## config.mk

```make
export PLATFORM = sky130hd
export DESIGN_NAME = decode_stage
export DESIGN_NICKNAME = d
export VERILOG_FILES = /design/src/rtl/rv_isa_pkg.sv /design/src/rtl/id_ctrl_pkg.sv /design/src/rtl/operand_sel_if.sv /design/src/rtl/instr_decoder.sv /design/src/rtl/operand_path.sv /design/src/rtl/id_ex_register.sv /design/src/rtl/decode_stage.sv
export VERILOG_INCLUDE_DIRS = /design/src /design/src/rtl
export SDC_FILE = /design/constraint.sdc
export NUM_CORES = 1
export LEC_CHECK = 0
export BUFFER_PORTS_ARGS = -buffer_cell sky130_fd_sc_hd__clkbuf_2
export CORE_AREA = 2 2 198 220
export CTS_CLUSTER_SIZE = 10
export DETAILED_ROUTE_END_ITERATION = 7
export DIE_AREA = 0 0 200 222
export PLACE_DENSITY = 0.6
export SETUP_SLACK_MARGIN = 0.05
export SYNTH_ARGS = -nofsm -noshare
export SYNTH_HDL_FRONTEND = slang
export SYNTH_SLANG_ARGS = --single-unit
export TNS_END_PERCENT = 100
```

## constraint.sdc

```tcl
create_clock -name clk -period 3.48 [get_ports clk]
set_input_delay 0.348 -clock clk [delete_from_list [all_inputs] [get_ports clk]]
set_output_delay 0.348 -clock clk [all_outputs]
set_load 0.02 [all_outputs]
```

## src/rtl/id_settings.svh

```systemverilog
////////////////////
// RV32I only. Widths and field positions are fixed by the ISA encoding
// Changing them breaks the immediate layouts in the operand path
////////////////////
`ifndef ID_SETTINGS_SVH
`define ID_SETTINGS_SVH

// Data, PC and instruction width
`define ID_XLEN     32
// Register file index width
`define ID_REG_AW   5
// Register field positions in the instruction word
`define ID_RS1_LSB  15
`define ID_RS2_LSB  20
`define ID_RD_LSB   7
// Link offset for JAL and JALR, no compressed support
`define ID_PC_INCR  4

`endif

```

## src/rtl/rv_isa_pkg.sv

```systemverilog
////////////////////
// ISA-side types for the decode stage, RV32I base opcodes only
////////////////////
`include "id_settings.svh"

package rv_isa_pkg;

  // Data word, PC or instruction
  typedef logic [`ID_XLEN-1:0] word_t;
  // Register index
  typedef logic [`ID_REG_AW-1:0] reg_addr_t;

  // Major opcodes handled by the decoder
  typedef enum logic [6:0] {
    OPC_OP     = 7'h33,
    OPC_OP_IMM = 7'h13,
    OPC_LUI    = 7'h37,
    OPC_AUIPC  = 7'h17,
    OPC_JAL    = 7'h6f,
    OPC_JALR   = 7'h67,
    OPC_BRANCH = 7'h63
  } opcode_e;

  // ALU operators, arithmetic and logic first
  typedef enum logic [3:0] {
    ALU_ADD,
    ALU_SUB,
    ALU_XOR,
    ALU_OR,
    ALU_AND,
    ALU_SLL,
    ALU_SRL,
    ALU_SRA,
    ALU_SLT,
    ALU_SLTU,
    // Branch compares
    ALU_EQ,
    ALU_NE,
    ALU_LT,
    ALU_GE,
    ALU_LTU,
    ALU_GEU
  } alu_op_e;

endpackage

```

## src/rtl/id_ctrl_pkg.sv

```systemverilog
////////////////////
// Select encodings shared by decoder, operand path and bypass logic
////////////////////
package id_ctrl_pkg;

  // Operand A source
  typedef enum logic [1:0] {
    OP_A_REG,
    OP_A_PC,
    OP_A_ZERO,
    OP_A_NONE
  } op_a_sel_e;

  // Operand B source
  typedef enum logic [1:0] {
    OP_B_REG,
    OP_B_IMM,
    OP_B_PCINCR,
    OP_B_NONE
  } op_b_sel_e;

  // Immediate feeding operand B
  typedef enum logic [1:0] {
    IMMB_I,
    IMMB_U,
    IMMB_SHAMT
  } imm_b_sel_e;

  // Operand C carries only the branch target
  typedef enum logic {
    OP_C_BCH,
    OP_C_NONE
  } op_c_sel_e;

  // Jump target source
  typedef enum logic {
    TGT_JAL,
    TGT_JALR
  } tgt_sel_e;

  // Forwarding source for rs1 and rs2
  typedef enum logic [1:0] {
    SEL_REGFILE,
    SEL_FW_EX,
    SEL_FW_WB
  } fw_sel_e;

endpackage

```

## src/rtl/operand_sel_if.sv

```systemverilog
////////////////////
// Level bundle, no handshake. Valid while the instruction input is stable
////////////////////
`timescale 1ns/1ps

interface operand_sel_if;

  // Operand selects from the decoder
  id_ctrl_pkg::op_a_sel_e  op_a_sel;
  id_ctrl_pkg::op_b_sel_e  op_b_sel;
  id_ctrl_pkg::imm_b_sel_e imm_b_sel;
  id_ctrl_pkg::op_c_sel_e  op_c_sel;
  // Jump target select
  id_ctrl_pkg::tgt_sel_e   tgt_sel;

  // Decoder side drives
  modport dec_mp (
    output op_a_sel, op_b_sel, imm_b_sel, op_c_sel, tgt_sel
  );

  // Operand path side reads
  modport opr_mp (
    input op_a_sel, op_b_sel, imm_b_sel, op_c_sel, tgt_sel
  );

endinterface

```

## src/rtl/instr_decoder.sv

```systemverilog
////////////////////
// RV32I ALU, upper-immediate, jump and branch opcodes only
// Loads, stores, CSR, system and M encodings decode as illegal
////////////////////
`timescale 1ns/1ps

module instr_decoder (
  input  rv_isa_pkg::word_t   instr_i,
  operand_sel_if.dec_mp       sel,
  output logic                alu_en_o,
  output logic                bch_o,
  output logic                jmp_o,
  output logic                rf_we_o,
  output logic                illegal_o,
  output rv_isa_pkg::alu_op_e alu_op_o
);

  rv_isa_pkg::opcode_e opcode;
  logic [2:0]          funct3;
  logic [6:0]          funct7;

  assign opcode = rv_isa_pkg::opcode_e'(instr_i[6:0]);
  assign funct3 = instr_i[14:12];
  assign funct7 = instr_i[31:25];

  // Shared funct3 map for OP and OP_IMM
  // alt selects SUB over ADD and SRA over SRL
  function automatic rv_isa_pkg::alu_op_e alu_from_f3(input logic [2:0] f3, input logic alt);
    case (f3)
      3'b000:  alu_from_f3 = alt ? rv_isa_pkg::ALU_SUB : rv_isa_pkg::ALU_ADD;
      3'b001:  alu_from_f3 = rv_isa_pkg::ALU_SLL;
      3'b010:  alu_from_f3 = rv_isa_pkg::ALU_SLT;
      3'b011:  alu_from_f3 = rv_isa_pkg::ALU_SLTU;
      3'b100:  alu_from_f3 = rv_isa_pkg::ALU_XOR;
      3'b101:  alu_from_f3 = alt ? rv_isa_pkg::ALU_SRA : rv_isa_pkg::ALU_SRL;
      3'b110:  alu_from_f3 = rv_isa_pkg::ALU_OR;
      default: alu_from_f3 = rv_isa_pkg::ALU_AND;
    endcase
  endfunction

  always_comb begin
    // Defaults for a legal plain ALU op
    alu_en_o      = 1'b1;
    bch_o         = 1'b0;
    jmp_o         = 1'b0;
    rf_we_o       = 1'b1;
    illegal_o     = 1'b0;
    alu_op_o      = rv_isa_pkg::ALU_ADD;
    sel.op_a_sel  = id_ctrl_pkg::OP_A_REG;
    sel.op_b_sel  = id_ctrl_pkg::OP_B_REG;
    sel.imm_b_sel = id_ctrl_pkg::IMMB_I;
    sel.op_c_sel  = id_ctrl_pkg::OP_C_NONE;
    sel.tgt_sel   = id_ctrl_pkg::TGT_JAL;

    case (opcode)
      rv_isa_pkg::OPC_OP: begin
        alu_op_o = alu_from_f3(funct3, funct7[5]);
        // funct7 alternate bit only valid for SUB and SRA
        if (!(funct7 == 7'b0000000 ||
              (funct7 == 7'b0100000 && (funct3 == 3'b000 || funct3 == 3'b101)))) begin
          illegal_o = 1'b1;
        end
      end
      rv_isa_pkg::OPC_OP_IMM: begin
        sel.op_b_sel = id_ctrl_pkg::OP_B_IMM;
        // No SUBI, alt bit only matters for right shifts
        alu_op_o     = alu_from_f3(funct3, funct3 == 3'b101 && funct7[5]);
        if (funct3 == 3'b001 || funct3 == 3'b101) begin
          sel.imm_b_sel = id_ctrl_pkg::IMMB_SHAMT;
          if (!(funct7 == 7'b0000000 || (funct3 == 3'b101 && funct7 == 7'b0100000))) begin
            illegal_o = 1'b1;
          end
        end
      end
      rv_isa_pkg::OPC_LUI: begin
        sel.op_a_sel  = id_ctrl_pkg::OP_A_ZERO;
        sel.op_b_sel  = id_ctrl_pkg::OP_B_IMM;
        sel.imm_b_sel = id_ctrl_pkg::IMMB_U;
      end
      rv_isa_pkg::OPC_AUIPC: begin
        sel.op_a_sel  = id_ctrl_pkg::OP_A_PC;
        sel.op_b_sel  = id_ctrl_pkg::OP_B_IMM;
        sel.imm_b_sel = id_ctrl_pkg::IMMB_U;
      end
      rv_isa_pkg::OPC_JAL, rv_isa_pkg::OPC_JALR: begin
        // Link value PC + 4 computed by the ALU
        jmp_o        = 1'b1;
        sel.op_a_sel = id_ctrl_pkg::OP_A_PC;
        sel.op_b_sel = id_ctrl_pkg::OP_B_PCINCR;
        if (opcode == rv_isa_pkg::OPC_JALR) begin
          sel.tgt_sel = id_ctrl_pkg::TGT_JALR;
          illegal_o   = (funct3 != 3'b000);
        end
      end
      rv_isa_pkg::OPC_BRANCH: begin
        bch_o        = 1'b1;
        rf_we_o      = 1'b0;
        sel.op_c_sel = id_ctrl_pkg::OP_C_BCH;
        case (funct3)
          3'b000:  alu_op_o = rv_isa_pkg::ALU_EQ;
          3'b001:  alu_op_o = rv_isa_pkg::ALU_NE;
          3'b100:  alu_op_o = rv_isa_pkg::ALU_LT;
          3'b101:  alu_op_o = rv_isa_pkg::ALU_GE;
          3'b110:  alu_op_o = rv_isa_pkg::ALU_LTU;
          3'b111:  alu_op_o = rv_isa_pkg::ALU_GEU;
          default: illegal_o = 1'b1;
        endcase
      end
      default: illegal_o = 1'b1;
    endcase

    // Illegal encodings use no unit and no operand
    if (illegal_o) begin
      alu_en_o     = 1'b0;
      rf_we_o      = 1'b0;
      bch_o        = 1'b0;
      jmp_o        = 1'b0;
      sel.op_a_sel = id_ctrl_pkg::OP_A_NONE;
      sel.op_b_sel = id_ctrl_pkg::OP_B_NONE;
      sel.op_c_sel = id_ctrl_pkg::OP_C_NONE;
    end
  end

endmodule

```

## src/rtl/operand_path.sv

```systemverilog
////////////////////
// Purely combinational. Forwarding selects come from outside bypass logic
////////////////////
`timescale 1ns/1ps
`include "id_settings.svh"

module operand_path (
  input  rv_isa_pkg::word_t    instr_i,
  input  rv_isa_pkg::word_t    pc_i,
  input  rv_isa_pkg::word_t    rf_rdata_a_i,
  input  rv_isa_pkg::word_t    rf_rdata_b_i,
  input  rv_isa_pkg::word_t    wdata_ex_i,
  input  rv_isa_pkg::word_t    wdata_wb_i,
  input  id_ctrl_pkg::fw_sel_e fw_a_sel_i,
  input  id_ctrl_pkg::fw_sel_e fw_b_sel_i,
  operand_sel_if.opr_mp        sel,
  output rv_isa_pkg::word_t    operand_a_o,
  output rv_isa_pkg::word_t    operand_b_o,
  output rv_isa_pkg::word_t    operand_c_o,
  output rv_isa_pkg::word_t    jmp_target_o
);

  rv_isa_pkg::word_t imm_i;
  rv_isa_pkg::word_t imm_u;
  rv_isa_pkg::word_t imm_b;
  rv_isa_pkg::word_t imm_j;
  rv_isa_pkg::word_t imm_shamt;
  rv_isa_pkg::word_t imm_op_b;
  rv_isa_pkg::word_t operand_a_fw;
  rv_isa_pkg::word_t operand_b_fw;
  rv_isa_pkg::word_t bch_target;
  rv_isa_pkg::word_t jalr_sum;

  ////////////////////
  // Immediates
  ////////////////////
  assign imm_i     = {{(`ID_XLEN-12){instr_i[31]}}, instr_i[31:20]};
  assign imm_u     = {instr_i[31:12], 12'b0};
  // Branch and jump offsets are halfword aligned
  assign imm_b     = {{(`ID_XLEN-13){instr_i[31]}}, instr_i[31], instr_i[7],
                      instr_i[30:25], instr_i[11:8], 1'b0};
  assign imm_j     = {{(`ID_XLEN-21){instr_i[31]}}, instr_i[31], instr_i[19:12],
                      instr_i[20], instr_i[30:21], 1'b0};
  // Zero-extended shift amount
  assign imm_shamt = {{(`ID_XLEN-5){1'b0}}, instr_i[24:20]};

  ////////////////////
  // Forwarding
  ////////////////////
  function automatic rv_isa_pkg::word_t fw_mux(input id_ctrl_pkg::fw_sel_e fw_sel,
                                               input rv_isa_pkg::word_t rf_data,
                                               input rv_isa_pkg::word_t ex_data,
                                               input rv_isa_pkg::word_t wb_data);
    case (fw_sel)
      id_ctrl_pkg::SEL_FW_EX: fw_mux = ex_data;
      id_ctrl_pkg::SEL_FW_WB: fw_mux = wb_data;
      default:                fw_mux = rf_data;
    endcase
  endfunction

  assign operand_a_fw = fw_mux(fw_a_sel_i, rf_rdata_a_i, wdata_ex_i, wdata_wb_i);
  assign operand_b_fw = fw_mux(fw_b_sel_i, rf_rdata_b_i, wdata_ex_i, wdata_wb_i);

  ////////////////////
  // Operand muxes
  ////////////////////
  always_comb begin
    case (sel.imm_b_sel)
      id_ctrl_pkg::IMMB_U:     imm_op_b = imm_u;
      id_ctrl_pkg::IMMB_SHAMT: imm_op_b = imm_shamt;
      default:                 imm_op_b = imm_i;
    endcase
  end

  always_comb begin
    case (sel.op_a_sel)
      id_ctrl_pkg::OP_A_PC:   operand_a_o = pc_i;
      id_ctrl_pkg::OP_A_ZERO: operand_a_o = '0;
      default:                operand_a_o = operand_a_fw;
    endcase
  end

  always_comb begin
    case (sel.op_b_sel)
      id_ctrl_pkg::OP_B_IMM:    operand_b_o = imm_op_b;
      id_ctrl_pkg::OP_B_PCINCR: operand_b_o = rv_isa_pkg::word_t'(`ID_PC_INCR);
      default:                  operand_b_o = operand_b_fw;
    endcase
  end

  ////////////////////
  // Targets
  ////////////////////
  assign bch_target  = pc_i + imm_b;
  assign operand_c_o = (sel.op_c_sel == id_ctrl_pkg::OP_C_BCH) ? bch_target : '0;

  // JALR reuses the rs1 forward path
  // LSB cleared per ISA
  assign jalr_sum     = operand_a_fw + imm_i;
  assign jmp_target_o = (sel.tgt_sel == id_ctrl_pkg::TGT_JALR) ? {jalr_sum[`ID_XLEN-1:1], 1'b0}
                                                               : pc_i + imm_j;

endmodule

```

## src/rtl/id_ex_register.sv

```systemverilog
////////////////////
// One instruction in flight. Fetch must hold its inputs while id_ready_o is low
////////////////////
`timescale 1ns/1ps

module id_ex_register (
  input  logic                 clk,
  input  logic                 rst_n,
  input  logic                 instr_valid_i,
  input  logic                 kill_i,
  input  logic                 halt_i,
  input  logic                 ex_ready_i,
  input  rv_isa_pkg::word_t    pc_i,
  input  rv_isa_pkg::reg_addr_t rd_i,
  input  logic                 alu_en_i,
  input  logic                 bch_i,
  input  logic                 jmp_i,
  input  logic                 rf_we_i,
  input  logic                 illegal_i,
  input  rv_isa_pkg::alu_op_e  alu_op_i,
  input  rv_isa_pkg::word_t    operand_a_i,
  input  rv_isa_pkg::word_t    operand_b_i,
  input  rv_isa_pkg::word_t    operand_c_i,
  input  logic                 op_a_used_i,
  input  logic                 op_b_used_i,
  input  logic                 op_c_used_i,
  output logic                 id_valid_o,
  output logic                 id_ready_o,
  output logic                 ex_valid_o,
  output logic                 ex_alu_en_o,
  output rv_isa_pkg::alu_op_e  ex_alu_op_o,
  output logic                 ex_bch_o,
  output logic                 ex_jmp_o,
  output rv_isa_pkg::word_t    ex_operand_a_o,
  output rv_isa_pkg::word_t    ex_operand_b_o,
  output rv_isa_pkg::word_t    ex_operand_c_o,
  output logic                 ex_rf_we_o,
  output rv_isa_pkg::reg_addr_t ex_rf_waddr_o,
  output logic                 ex_illegal_o,
  output rv_isa_pkg::word_t    ex_pc_o
);

  logic xfer;

  // Halt stalls both sides, kill flushes ID regardless of EX
  assign id_valid_o = instr_valid_i && !kill_i && !halt_i;
  assign id_ready_o = kill_i || (ex_ready_i && !halt_i);
  assign xfer       = id_valid_o && ex_ready_i;

  always_ff @(posedge clk or negedge rst_n) begin
    if (!rst_n) begin
      ex_valid_o     <= 1'b0;
      ex_alu_en_o    <= 1'b0;
      ex_alu_op_o    <= rv_isa_pkg::ALU_SLTU;
      ex_bch_o       <= 1'b0;
      ex_jmp_o       <= 1'b0;
      ex_operand_a_o <= '0;
      ex_operand_b_o <= '0;
      ex_operand_c_o <= '0;
      ex_rf_we_o     <= 1'b0;
      ex_rf_waddr_o  <= '0;
      ex_illegal_o   <= 1'b0;
      ex_pc_o        <= '0;
    end else if (xfer) begin
      ex_valid_o   <= 1'b1;
      ex_alu_en_o  <= alu_en_i;
      ex_rf_we_o   <= rf_we_i;
      ex_illegal_o <= illegal_i;
      ex_pc_o      <= pc_i;
      // Fields load only when their unit or operand is in use
      if (alu_en_i) begin
        ex_alu_op_o <= alu_op_i;
        ex_bch_o    <= bch_i;
        ex_jmp_o    <= jmp_i;
      end
      if (op_a_used_i) begin
        ex_operand_a_o <= operand_a_i;
      end
      if (op_b_used_i) begin
        ex_operand_b_o <= operand_b_i;
      end
      if (op_c_used_i) begin
        ex_operand_c_o <= operand_c_i;
      end
      if (rf_we_i) begin
        ex_rf_waddr_o <= rd_i;
      end
    end else if (ex_ready_i) begin
      // EX consumed its instruction, nothing new
      ex_valid_o <= 1'b0;
    end
  end

endmodule

```

## src/rtl/decode_stage.sv

```systemverilog
////////////////////
// Decode stage top. Register file and bypass control live outside
////////////////////
`timescale 1ns/1ps
`include "id_settings.svh"

module decode_stage (
  input  logic                  clk,
  input  logic                  rst_n,
  // Fetch side
  input  rv_isa_pkg::word_t     instr_i,
  input  rv_isa_pkg::word_t     pc_i,
  input  logic                  instr_valid_i,
  // Controller and bypass
  input  logic                  kill_i,
  input  logic                  halt_i,
  input  id_ctrl_pkg::fw_sel_e  fw_a_sel_i,
  input  id_ctrl_pkg::fw_sel_e  fw_b_sel_i,
  // Register file and write-back data
  input  rv_isa_pkg::word_t     rf_rdata_a_i,
  input  rv_isa_pkg::word_t     rf_rdata_b_i,
  input  rv_isa_pkg::word_t     wdata_ex_i,
  input  rv_isa_pkg::word_t     wdata_wb_i,
  input  logic                  ex_ready_i,
  output rv_isa_pkg::reg_addr_t rf_raddr_a_o,
  output rv_isa_pkg::reg_addr_t rf_raddr_b_o,
  output rv_isa_pkg::word_t     jmp_target_o,
  output logic                  id_valid_o,
  output logic                  id_ready_o,
  // ID/EX pipeline
  output logic                  ex_valid_o,
  output logic                  ex_alu_en_o,
  output rv_isa_pkg::alu_op_e   ex_alu_op_o,
  output logic                  ex_bch_o,
  output logic                  ex_jmp_o,
  output rv_isa_pkg::word_t     ex_operand_a_o,
  output rv_isa_pkg::word_t     ex_operand_b_o,
  output rv_isa_pkg::word_t     ex_operand_c_o,
  output logic                  ex_rf_we_o,
  output rv_isa_pkg::reg_addr_t ex_rf_waddr_o,
  output logic                  ex_illegal_o,
  output rv_isa_pkg::word_t     ex_pc_o
);

  operand_sel_if       sel_if ();
  rv_isa_pkg::reg_addr_t rd;
  rv_isa_pkg::alu_op_e alu_op;
  rv_isa_pkg::word_t   operand_a;
  rv_isa_pkg::word_t   operand_b;
  rv_isa_pkg::word_t   operand_c;
  logic                alu_en;
  logic                bch;
  logic                jmp;
  logic                rf_we;
  logic                illegal;

  // Register fields
  assign rf_raddr_a_o = instr_i[`ID_RS1_LSB +: `ID_REG_AW];
  assign rf_raddr_b_o = instr_i[`ID_RS2_LSB +: `ID_REG_AW];
  assign rd           = instr_i[`ID_RD_LSB +: `ID_REG_AW];

  instr_decoder decoder_i (
    .instr_i   (instr_i),
    .sel       (sel_if),
    .alu_en_o  (alu_en),
    .bch_o     (bch),
    .jmp_o     (jmp),
    .rf_we_o   (rf_we),
    .illegal_o (illegal),
    .alu_op_o  (alu_op)
  );

  operand_path operand_path_i (
    .instr_i      (instr_i),
    .pc_i         (pc_i),
    .rf_rdata_a_i (rf_rdata_a_i),
    .rf_rdata_b_i (rf_rdata_b_i),
    .wdata_ex_i   (wdata_ex_i),
    .wdata_wb_i   (wdata_wb_i),
    .fw_a_sel_i   (fw_a_sel_i),
    .fw_b_sel_i   (fw_b_sel_i),
    .sel          (sel_if),
    .operand_a_o  (operand_a),
    .operand_b_o  (operand_b),
    .operand_c_o  (operand_c),
    .jmp_target_o (jmp_target_o)
  );

  id_ex_register id_ex_i (
    .clk            (clk),
    .rst_n          (rst_n),
    .instr_valid_i  (instr_valid_i),
    .kill_i         (kill_i),
    .halt_i         (halt_i),
    .ex_ready_i     (ex_ready_i),
    .pc_i           (pc_i),
    .rd_i           (rd),
    .alu_en_i       (alu_en),
    .bch_i          (bch),
    .jmp_i          (jmp),
    .rf_we_i        (rf_we),
    .illegal_i      (illegal),
    .alu_op_i       (alu_op),
    .operand_a_i    (operand_a),
    .operand_b_i    (operand_b),
    .operand_c_i    (operand_c),
    // Operand in use when its select is not NONE
    .op_a_used_i    (sel_if.op_a_sel != id_ctrl_pkg::OP_A_NONE),
    .op_b_used_i    (sel_if.op_b_sel != id_ctrl_pkg::OP_B_NONE),
    .op_c_used_i    (sel_if.op_c_sel != id_ctrl_pkg::OP_C_NONE),
    .id_valid_o     (id_valid_o),
    .id_ready_o     (id_ready_o),
    .ex_valid_o     (ex_valid_o),
    .ex_alu_en_o    (ex_alu_en_o),
    .ex_alu_op_o    (ex_alu_op_o),
    .ex_bch_o       (ex_bch_o),
    .ex_jmp_o       (ex_jmp_o),
    .ex_operand_a_o (ex_operand_a_o),
    .ex_operand_b_o (ex_operand_b_o),
    .ex_operand_c_o (ex_operand_c_o),
    .ex_rf_we_o     (ex_rf_we_o),
    .ex_rf_waddr_o  (ex_rf_waddr_o),
    .ex_illegal_o   (ex_illegal_o),
    .ex_pc_o        (ex_pc_o)
  );

endmodule

```

Word level (Yosys, flattened, before mapping) --
Cells that the tools add are included.
Cells by class: multiply operators 0, order comparisons 0, div/mod/pow operators 0, mux-type cells 36, add/sub/neg operators 3, reductions and logical operators 28, bitwise logic cells 2, eq/ne operators 27, shifts and indexed selects 0
Operators by type and width (number):
- $pmux 32 s2 | 5
- $add 32x32->32 | 3
- $pmux 4 s7 | 2
- $mux 32 | 1
- $pmux 4 s6 | 1
- $eq 7x6->1 const B | 3
- $eq 7x7->1 const B | 3
- $mux 1 | 19
- $eq 7x5->1 const B | 2
- $eq 3x3->1 const B | 4
- $pmux 2 s2 | 3
- $pmux 4 s3 | 1
- $eq 2x1->1 const B | 5
- $eq 2x2->1 const B | 5
- $reduce_and 2->1 | 5
- $logic_and 1x1->1 | 7
- $logic_not 7->1 | 1
- $eq 3x2->1 const B | 2
- $mux 2 | 3
- $reduce_or 3->1 | 2
- $reduce_or 6->1 | 1
- $logic_or 1x1->1 | 5
- $pmux 1 s5 | 1
- $ne 2x2->1 const B | 2
- 7 further kinds | 10
Word-level totals: memory bits (read-only) 0, bits in registers 143, latch bits 0, logic and storage cells 108, memories kept 0, RAM bits 0

Logic depth before layout (Yosys ltp) --
Gate-level depths: netlist of the first run.
depth in word-level cells 9, gate-level depth with buffers 17, mapped depth without buffers 16

Modules after synthesis --
From an unflattened synthesis of the first run, not the netlist that was laid out.
Second synthesis, totals: cells, all modules 1438, area total of the unflattened synthesis 12633.4 um^2
By module, submodules not included:
- operand_path | cells each 1056, sequential area each 0.0 um^2, times used 1, area each 6608.8 um^2
- id_ex_register | cells each 310, sequential area each 3580.9 um^2, times used 1, area each 5496.5 um^2
- instr_decoder | cells each 59, sequential area each 0.0 um^2, times used 1, area each 441.7 um^2
- decode_stage | cells each 13, sequential area each 0.0 um^2, times used 1, area each 86.3 um^2

Least setup slack after synthesis of the first run --
No wires, ideal clock.
path type input to output, start point input fw_a_sel_i[0], end point output jmp_target_o[24], arrival time 3.527 ns, data required time 3.132 ns, path slack -0.395 ns, stages on the path 17, buffers on the path 2, path through inv_1 > ha_1 > clkbuf_1 > clkbuf_1 > nand2_1 > o21ai_0 > nand2_1 > fa_1 > nand2b_1 > a21oi_1 > a21oi_1 > o21ai_1 > a22oi_1 > o21bai_1 > a21oi_1 > xnor2_1 > o211ai_1
On the way: cells in the longest elaborated chain, start to end 4
RTL lines:
- start, declared | line decode_stage.sv:17 | input id_ctrl_pkg::fw_sel_e fw_a_sel_i,
- $eq 2x2->1 / $eq 2x1->1 (equally long branches) | line operand_path.sv:54 | case (fw_sel)
- $pmux 32 s2 * | line operand_path.sv:54
- $add 32x32->32 * | line operand_path.sv:99 | assign jalr_sum = operand_a_fw + imm_i;
- $mux 32 * | line operand_path.sv:100 | assign jmp_target_o = (sel.tgt_sel == id_ctrl_pkg::TGT_JALR) ? {jalr_sum[`ID_XLEN-1:1], 1'b0}
- end, declared | line decode_stage.sv:27 | output rv_isa_pkg::word_t jmp_target_o,
Every way passes the cells marked *; elsewhere a longest branch is shown, timed or not.

Final worst setup path of the first run --
start point input fw_a_sel_i[1], end point output jmp_target_o[31]
The elaborated chain is that of the path after synthesis.

==> summary.md, run 1 <==
• run status: finished with violations
• failing checks: setup timing
• part of the power in registers: 27.1%
• top_reg_cell synth: sky130_fd_sc_hd__dfrtp_1
• Adder-Cell Fraction of Synth Area: 9.39%
• area of the core: 42,000 µm²
• GR met2 Demand/Resource: 42.2%
• compound-gate portion of the synthesized area: 28.8%
• number of nets in the layout: 2,528
• Max Slew Vio Count: 0
• number of buffers inserted by port buffering: 388
• cell count after synthesis: 1,618
• Final period util: 111%
• first-pass GRT wire length: 86.0 mm
• final worst slack: -0.397 ns
• global route hottest layer: met2
• proportion of total power due to net switching: 40.1%
• effective utilization at floorplan: 28.8%
• critical path's slowest cell: sky130_fd_sc_hd__a2111oi_4
• Hold Crit Depth: 2
• total net switching power: 2.96 mW
• Max stage delay on crit path: 0.37 ns
• Filler cells: 4,279
• fraction of final layout cells with drive strength greater than 1: 39.7%
• Post-DP Area: 16,500 µm²
• capture instance of the worst register-to-register path: id_ex_i.ex_operand_c_o[27]
• met1 track utilization from global routing: 34.0%
• pin count of the biggest net entering global routing: 80
• routed wire length: 58.3 mm
• Worst Path Max Fanout: 6
• combinational share of power: 47.8%
• dpl hpwl: 47.3 mm
• final standard cell area without fillers: 18,400 µm²
• worst reg-to-reg setup slack: 2.71 ns
• setup repair after global routing missed its margin: true
• Syn Nets: 1,909
• number of distinct library cell variants in the gate-level netlist after synthesis: 75
• Clock power frac: 25.2%
• largest buffer count on any clock path: 2
• number of warning messages in the yosys log: 0
• clock insertion delay at the later pin of the skew report: 0.45 ns
• Fin Clk Skew: 0 ns
• clock-pin slew on the worst setup and hold paths: 0.06 ns
• reported leakage power: 9.18 nW
• overall via count from detail_route: 14,426
• syn avg cell area: 7.48 µm²
• pwr dens: 402 nW/µm²
• sum of negative setup slack: -4.53 ns
• combinational family with the most area after synthesis: compound AO/OA/AOI/OAI gates
• TritonRoute pass-1 iters: 6
• Seq/Total Area, Yosys: 29.6%
• reported max-cap violation count: 0
• total chip power: 7.40 mW
• Startpoint Class: input pin
• height of the die: 222 µm
• CP Capture Type: output port
• transition time of the tightest slew-check pin: 0.892 ns
• number of antenna violations at the first check in global routing: 1
• area of the die: 44,400 µm²
• worst min-delay path endpoint: id_ex_i.ex_valid_o
• Die W: 200 µm
• number of buffers inserted during clock tree synthesis: 17
• WP data arrival: 3.53 ns
• Detailed Route Iter0 Violations: 932
• final setup fails: 22
• type of the tightest min-delay check: input pin to register
• synthesis-to-layout area growth: 52.0%
• peak supply drop: 0.378 mV
• clock net sink count: 143
• data required time of the critical path: 3.13 ns
• number of global-route vias before repair: 14,192
• startpoint of the tightest hold check path: ex_ready_i
• post-synthesis instance area: 12,100 µm²
• Top Ports: 389
• Final Hold Vio Count: 0
• remaining routing DRC violations: 0
• standard-cell row count: 79
• residual antenna-violating net count after detailed routing: 0
• final weighted congestion in routability-driven placement: 0.928
• Global Route Usage Sum: 26.0%
• clk root buf: sky130_fd_sc_hd__clkbuf_16
• Internal Dissipation: 4.44 mW
• Max H-tree Level: 4
• path depth of the worst reg2reg path: 3
• global routing usage on met3: 3.59%
• beginning of the worst register-to-register path: id_ex_i.ex_operand_c_o[27]
• clock tree from TritonCTS: done
• Highest Clock Rate: 0.258 GHz
• Max-slew headroom: 40.5%
• xor and xnor fraction of the mapped netlist area: 5.43%
• share of synthesized registers carrying an async set or reset: 100%
• count of state elements after synthesis: 143
• count of flip-flops with a built-in enable after synthesis: 0
• area share of and/or/nand/nor cells after synthesis: 20.4%
• critical-path cell list: buf_8 -> buf_6 -> ha_4 -> buf_6 -> a22oi_2 -> o21ai_2 -> ha_1 -> buf_6 -> a21oi_4 -> o21ai_2 -> a221oi_2 -> buf_4 -> a311oi_2 -> o211ai_1 -> a21oi_2 -> a2111oi_4 -> xnor2_2 -> clkbuf_8
• gr ovfl total: 0
• most used cell, CP: sky130_fd_sc_hd__buf_6
• post-layout utilization of the core: 43.8%
• time the worst path needs with I/O delays and setup: 3.88 ns
• average routed wire per standard cell: 20.7 µm
• category of the critical setup timing path: input pin to output port
• fraction of synthesized area in multiplexers: 1.15%
• via/cell ratio: 5.12
## routing by layer
layer / up-vias / wire (µm)
met5: - / 14
met2: 605 / 26900
met1: 6749 / 25100
li1: 6961 / -
met4: 2 / 2580
met3: 109 / 3640
## through the flow
stage                     setup WS (ns)  cells  hold WS [ns]
after detailed placement         -0.590   2733         0.465
after floorplan                  0.0278   1618        0.0524
final                            -0.397   2818         0.125
after global routing             -0.575   2817         0.116
after CTS                        -0.396   2808        0.0996
after global placement           -0.549   2733         0.460
## cells in the mapped netlist, types with 6 or more instances
master | n | share of area [%]
sky130_fd_sc_hd__inv_1 | 39 | 1.2
sky130_fd_sc_hd__buf_1 | 6 | 0.19
sky130_fd_sc_hd__o21ai_1 | 14 | 0.58
sky130_fd_sc_hd__buf_4 | 10 | 0.62
sky130_fd_sc_hd__nor3b_1 | 7 | 0.43
sky130_fd_sc_hd__o31ai_1 | 7 | 0.43
sky130_fd_sc_hd__a21o_1 | 34 | 2.1
sky130_fd_sc_hd__o211ai_1 | 7 | 0.43
sky130_fd_sc_hd__xor2_1 | 32 | 2.3
sky130_fd_sc_hd__o21a_1 | 11 | 0.68
sky130_fd_sc_hd__ha_1 | 86 | 8.9
sky130_fd_sc_hd__a31oi_1 | 34 | 1.8
sky130_fd_sc_hd__a21oi_1 | 127 | 5.3
sky130_fd_sc_hd__or3_1 | 8 | 0.41
sky130_fd_sc_hd__nand2b_1 | 18 | 0.93
sky130_fd_sc_hd__clkbuf_1 | 79 | 2.4
sky130_fd_sc_hd__nor3_1 | 15 | 0.62
sky130_fd_sc_hd__and2_1 | 11 | 0.57
sky130_fd_sc_hd__mux2i_1 | 6 | 0.50
sky130_fd_sc_hd__o21bai_1 | 13 | 0.81
sky130_fd_sc_hd__nand4_1 | 11 | 0.57
sky130_fd_sc_hd__dfrtp_1 | 141 | 29
sky130_fd_sc_hd__nor2_1 | 107 | 3.3
sky130_fd_sc_hd__a22oi_1 | 80 | 5.0
sky130_fd_sc_hd__xnor2_1 | 43 | 3.1
sky130_fd_sc_hd__mux2_2 | 7 | 0.65
sky130_fd_sc_hd__a211oi_1 | 10 | 0.62
sky130_fd_sc_hd__nand3_1 | 20 | 0.83
sky130_fd_sc_hd__nand2_1 | 360 | 11
sky130_fd_sc_hd__buf_2 | 14 | 0.58
sky130_fd_sc_hd__o21ai_0 | 186 | 7.7
sky130_fd_sc_hd__and3_1 | 8 | 0.41
## cells in the final DEF, fill, tap and decap left out, drive strengths merged, types with 5 or more instances in the layout
| cell type | netlist | final |
|---|---|---|
| nor2 | 108 | 108 |
| ha | 86 | 86 |
| nand2b | 18 | 18 |
| xnor2 | 43 | 43 |
| nand4 | 11 | 11 |
| a21o | 34 | 34 |
| nand2 | 360 | 360 |
| mux2 | 7 | 7 |
| nor3b | 8 | 8 |
| xor2 | 32 | 32 |
| o211ai | 7 | 7 |
| buf | 32 | 337 |
| nand3 | 21 | 21 |
| o21bai | 14 | 14 |
| and2 | 11 | 11 |
| inv | 39 | 40 |
| mux2i | 6 | 6 |
| o21a | 11 | 11 |
| a211oi | 11 | 11 |
| o31ai | 8 | 8 |
| a21boi | 5 | 5 |
| a31oi | 35 | 35 |
| o21ai | 201 | 201 |
| or3 | 8 | 8 |
| a21oi | 129 | 129 |
| and3 | 8 | 8 |
| nor3 | 15 | 15 |
| clkinv | 0 | 7 |
| a22oi | 80 | 80 |
| clkbuf | 79 | 393 |
| dfrtp | 141 | 141 |
## power groups by stage
stage	clock network (mW)	logic [mW]	registers (mW)
floorplan	0	1.40	2.26
global placement	0	3.07	2.03
detailed placement	0	3.08	2.03
CTS	1.91	3.38	2.00
global route	1.97	3.80	2.02
finish	1.86	3.53	2.00
## registers in the layout (all words and copies together), names as in the netlist
name                    cells
id_ex_i.ex_jmp_o            1
id_ex_i.ex_illegal_o        1
id_ex_i.ex_pc_o            32
id_ex_i.ex_valid_o          1
id_ex_i.ex_operand_b_o     32
id_ex_i.ex_rf_we_o          1
id_ex_i.ex_operand_c_o     32
id_ex_i.ex_alu_en_o         1
id_ex_i.ex_bch_o            1
id_ex_i.ex_alu_op_o         4
id_ex_i.ex_operand_a_o     32
id_ex_i.ex_rf_waddr_o       5
## worst max-delay path, delay by kind of cell
| family | cells | cell delay (ns) |
|---|---|---|
| buffers and inverters | 6 | 0.85 |
| xor gates and xnor gates | 1 | 0.17 |
| adders and majority gates | 2 | 0.53 |
| AOI/OAI and AO/OA | 9 | 1.63 |
## cell type report
class	count	area, µm²	share of cell area, %
clock buffers	20	457	2.48
clock inverters	12	111	0.605
repair buffers	711	4740	25.8
inverters	39	146	0.796
multi-input cells	1325	8650	47.0
well taps	567	709	3.86
flip-flops and latches	143	3580	19.5
diodes	1	2.50	0.0136
## cells by family (layout without fill, tap and decap cells)
kind of cell	after synthesis	count (layout)
adder cells (fa/ha/maj)	89	89
other	0	1
XOR/XNOR	75	75
buffers and inverters	150	782
multiplexers	13	13
flip-flops	143	143
AND/OR/NAND/NOR	583	583
AO/OA/AOI/OAI	565	565
## worst max-delay path by stage
stage                        startpoint               end  slack (ns)  depth (start not counted)
after detailed placement  fw_a_sel_i[1]  jmp_target_o[24]       -0.59                         19
after global routing      fw_a_sel_i[1]  jmp_target_o[31]       -0.57                         18
after global placement    fw_a_sel_i[1]  jmp_target_o[31]       -0.55                         17
final                     fw_a_sel_i[1]  jmp_target_o[31]       -0.40                         18
after floorplan           fw_a_sel_i[1]  jmp_target_o[31]        0.03                         17
after CTS                 fw_a_sel_i[1]  jmp_target_o[31]       -0.40                         18
## timing repair
action                     4_1_cts  5_1_grt
buffers inserted                42       16
setup endpoints to repair       26       27
hold endpoints to repair        33        0
cloned                           0        0
resized for setup              148       85
hold buffers                     1        0
pin swaps                       62       45
Power figures use the tool's default switching activity.
==> run 2, diff against run 1 <==
==> constraint.sdc (replaced) <==
create_clock -name clk -period 3.15 [get_ports clk]
set_input_delay 0.315 -clock clk [delete_from_list [all_inputs] [get_ports clk]]
set_output_delay 0.315 -clock clk [all_outputs]
set_load 0.02 [all_outputs]
==> summary.md, run 2 (synthesis results as in run 1) <==
• gr ovfl total: 0, unchanged
• area of the core: 42,000 µm², unchanged
• total chip power: 8.64 mW, was 7.40 mW
• number of antenna violations at the first check in global routing: 3, was 1
• clk root buf: sky130_fd_sc_hd__clkbuf_16, unchanged
• hold slack: 0.0815 ns, was 0.125 ns
• failing checks: setup timing, unchanged
• largest buffer count on any clock path: 2, unchanged
• Fin Clk Skew: 0 ns, unchanged
• height of the die: 222 µm, unchanged
• area occupied by registers: 3580 µm², unchanged
• critical-path cell list: buf_8 -> inv_4 -> ha_4 -> a22oi_2 -> nor2_2 -> a21oi_4 -> inv_2 -> ha_4 -> nand2_2 -> o31a_1 -> o21ai_4 -> o21bai_4 -> a311oi_2 -> o211ai_1 -> and3_1 -> a2111oi_4 -> xnor2_2 -> clkbuf_8, was buf_8 -> buf_6 -> ha_4 -> buf_6 -> a22oi_2 -> o21ai_2 -> ha_1 -> buf_6 -> a21oi_4 -> o21ai_2 -> a221oi_2 -> buf_4 -> a311oi_2 -> o211ai_1 -> a21oi_2 -> a2111oi_4 -> xnor2_2 -> clkbuf_8
• CP Capture Type: output port, unchanged
• final weighted congestion in routability-driven placement: 0.959, was 0.928
• most used cell, CP: sky130_fd_sc_hd__ha_4, was sky130_fd_sc_hd__buf_6
• final standard cell area without fillers: 19,700 µm², was 18,400 µm²
• category of the critical setup timing path: input pin to output port, unchanged
• clock tree from TritonCTS: done, unchanged
• Final period util: 119%
• final setup fails: 26, was 22
• Max stage delay on crit path: 0.37 ns, about the same
• Top Ports: 389, unchanged
• clock-pin slew on the worst setup and hold paths: 0.07 ns, was 0.06 ns
• WP data arrival: 3.44 ns, was 3.53 ns
• pin count of the biggest net entering global routing: 65, was 80
• number of instances in the placed design: 2,782, was 2,733
• Die W: 200 µm, unchanged
• fraction of final layout cells with drive strength greater than 1: 43.9%, was 39.7%
• data required time of the critical path: 2.83 ns, was 3.13 ns
• Max Slew Vio Count: 0, unchanged
• total buffers and inverters traversed by the critical path: 4, was 6
• Max-slew headroom: 44.9%, was 40.5%
• Max H-tree Level: 4, unchanged
• synthesis-to-layout area growth: 62.7%, was 52.0%
• remaining routing DRC violations: 0, unchanged
• TritonRoute pass-1 iters: 5, was 6
• residual antenna-violating net count after detailed routing: 0, unchanged
• Startpoint Class: input pin, unchanged
• effective utilization at floorplan: 28.8%, unchanged
• count of placed standard cells in the final layout, fillers left out: 2,919, was 2,818
• clock insertion delay at the later pin of the skew report: 0.47 ns, was 0.45 ns
• area of the die: 44,400 µm², unchanged
• number of global-route vias before repair: 14,742, was 14,192
• Post-DP Area: 17,000 µm², was 16,500 µm²
• most used cells in the layout excluding fill and tap cells: 383 x sky130_fd_sc_hd__buf_4, 358 x sky130_fd_sc_hd__clkbuf_2, 345 x sky130_fd_sc_hd__nand2_1, was 361 x sky130_fd_sc_hd__clkbuf_2, 355 x sky130_fd_sc_hd__nand2_1, 302 x sky130_fd_sc_hd__buf_4
• reported leakage power: 9.84 nW, was 9.18 nW
• setup repair after global routing missed its margin: true, unchanged
• run status: finished with violations, unchanged
• Worst Path Max Fanout: 8, was 6
• time the worst path needs with I/O delays and setup: 3.76 ns
• critical path's slowest cell: sky130_fd_sc_hd__a2111oi_4, unchanged
• first-pass GRT wire length: 86.7 mm, was 86.0 mm
• number of nets in the layout: 2,628, was 2,528
• routed wire length: 59.5 mm, was 58.3 mm
• dpl hpwl: 47.6 mm, was 47.3 mm
• number of buffers inserted during clock tree synthesis: 17, unchanged
• Filler cells: 4,229, was 4,279
• Global Route Usage Sum: 26.1%, was 26.0%
• dominant delay contributor by cell family on the critical path: compound AO/OA/AOI/OAI gates, unchanged
• number of buffers inserted by port buffering: 388, unchanged
• post-layout utilization of the core: 46.9%, was 43.8%
• type of the tightest min-delay check: input pin to register, unchanged
• clock net sink count: 143, unchanged
• overall via count from detail_route: 14,840, was 14,426
• Detailed Route Iter0 Violations: 1,035, was 932
• average routed wire per standard cell: 20.4 µm, was 20.7 µm
• transition time of the tightest slew-check pin: 0.827 ns, was 0.892 ns
• reported max-cap violation count: 0, unchanged
• Highest Clock Rate: 0.266 GHz
• final worst slack: -0.607 ns, was -0.397 ns
• Final Hold Vio Count: 0, unchanged
• commonest non-fill, non-tap cell in the layout: sky130_fd_sc_hd__buf_4, was sky130_fd_sc_hd__clkbuf_2
• pwr dens: 439 nW/µm², was 402 nW/µm²
• via/cell ratio: 5.08, was 5.12
• peak supply drop: 0.439 mV, was 0.378 mV
• combined area of the multi-input logic cells: 8960 µm², was 8650 µm²
• standard-cell row count: 79, unchanged
-- run 2: timing repair --
item                                   4_1_cts  5_1_grt
gates resized for setup                    146      150
endpoints found under the hold margin       56        0
pin swaps                                   57       88
setup buffers                               76       38
setup endpoints to repair                   26       30
cloned                                       3        3
hold buffers                                 1        0
-- run 2: layout make-up --
type                    instances  share of cell area (%)
diodes                          2                  0.0254
clock buffers                  18                    2.23
clock inverters                14                   0.864
inverters                      39                   0.769
multi-input cells            1325                    45.5
flip-flops and latches        143                    18.2
well taps                     567                    3.60
repair buffers                811                    28.8
-- run 2: where the power goes --
part           internal [mW]  total (mW)  switching, mW
clock                   1.22        2.21          0.992
sequential              2.06        2.19          0.130
combinational           1.93        4.24           2.31
total                   5.21        8.64           3.43
-- run 2: stage by stage --
step / TNS (ns) / setup WS [ns]
4_1_cts: -9.21 / -0.604
2_1_floorplan: -0.436 / -0.214
6_report: -9.89 / -0.607
5_1_grt: -12.89 / -0.753
3_3_place_gp: -11.77 / -0.664
3_5_place_dp: -12.93 / -0.752
-- run 2: per-layer routing --
layer	track usage (%)	up-vias	share of wire [%]
li1	-	7175	-
met1	34.1	7011	44
met2	42.6	545	47
met3	4.81	107	5.8
met4	9.49	2	3.6
met5	0	-	0.022
-- run 2: worst paths after layout --
kind / to / startpoint / cells after the start / slack (ns)
min: id_ex_i.ex_valid_o / ex_ready_i / 2 / 0.08
min reg2reg: id_ex_i.ex_pc_o[20] / id_ex_i.ex_pc_o[20] / 2 / 0.48
max reg2reg: id_ex_i.ex_operand_c_o[27] / id_ex_i.ex_operand_c_o[27] / 3 / 2.32
max in group asynchronous: id_ex_i.ex_alu_op_o[3] / rst_n / 3 / 1.75
min in group asynchronous: id_ex_i.ex_operand_a_o[21] / rst_n / 2 / 0.40
max: jmp_target_o[31] / fw_a_sel_i[1] / 18 / -0.61
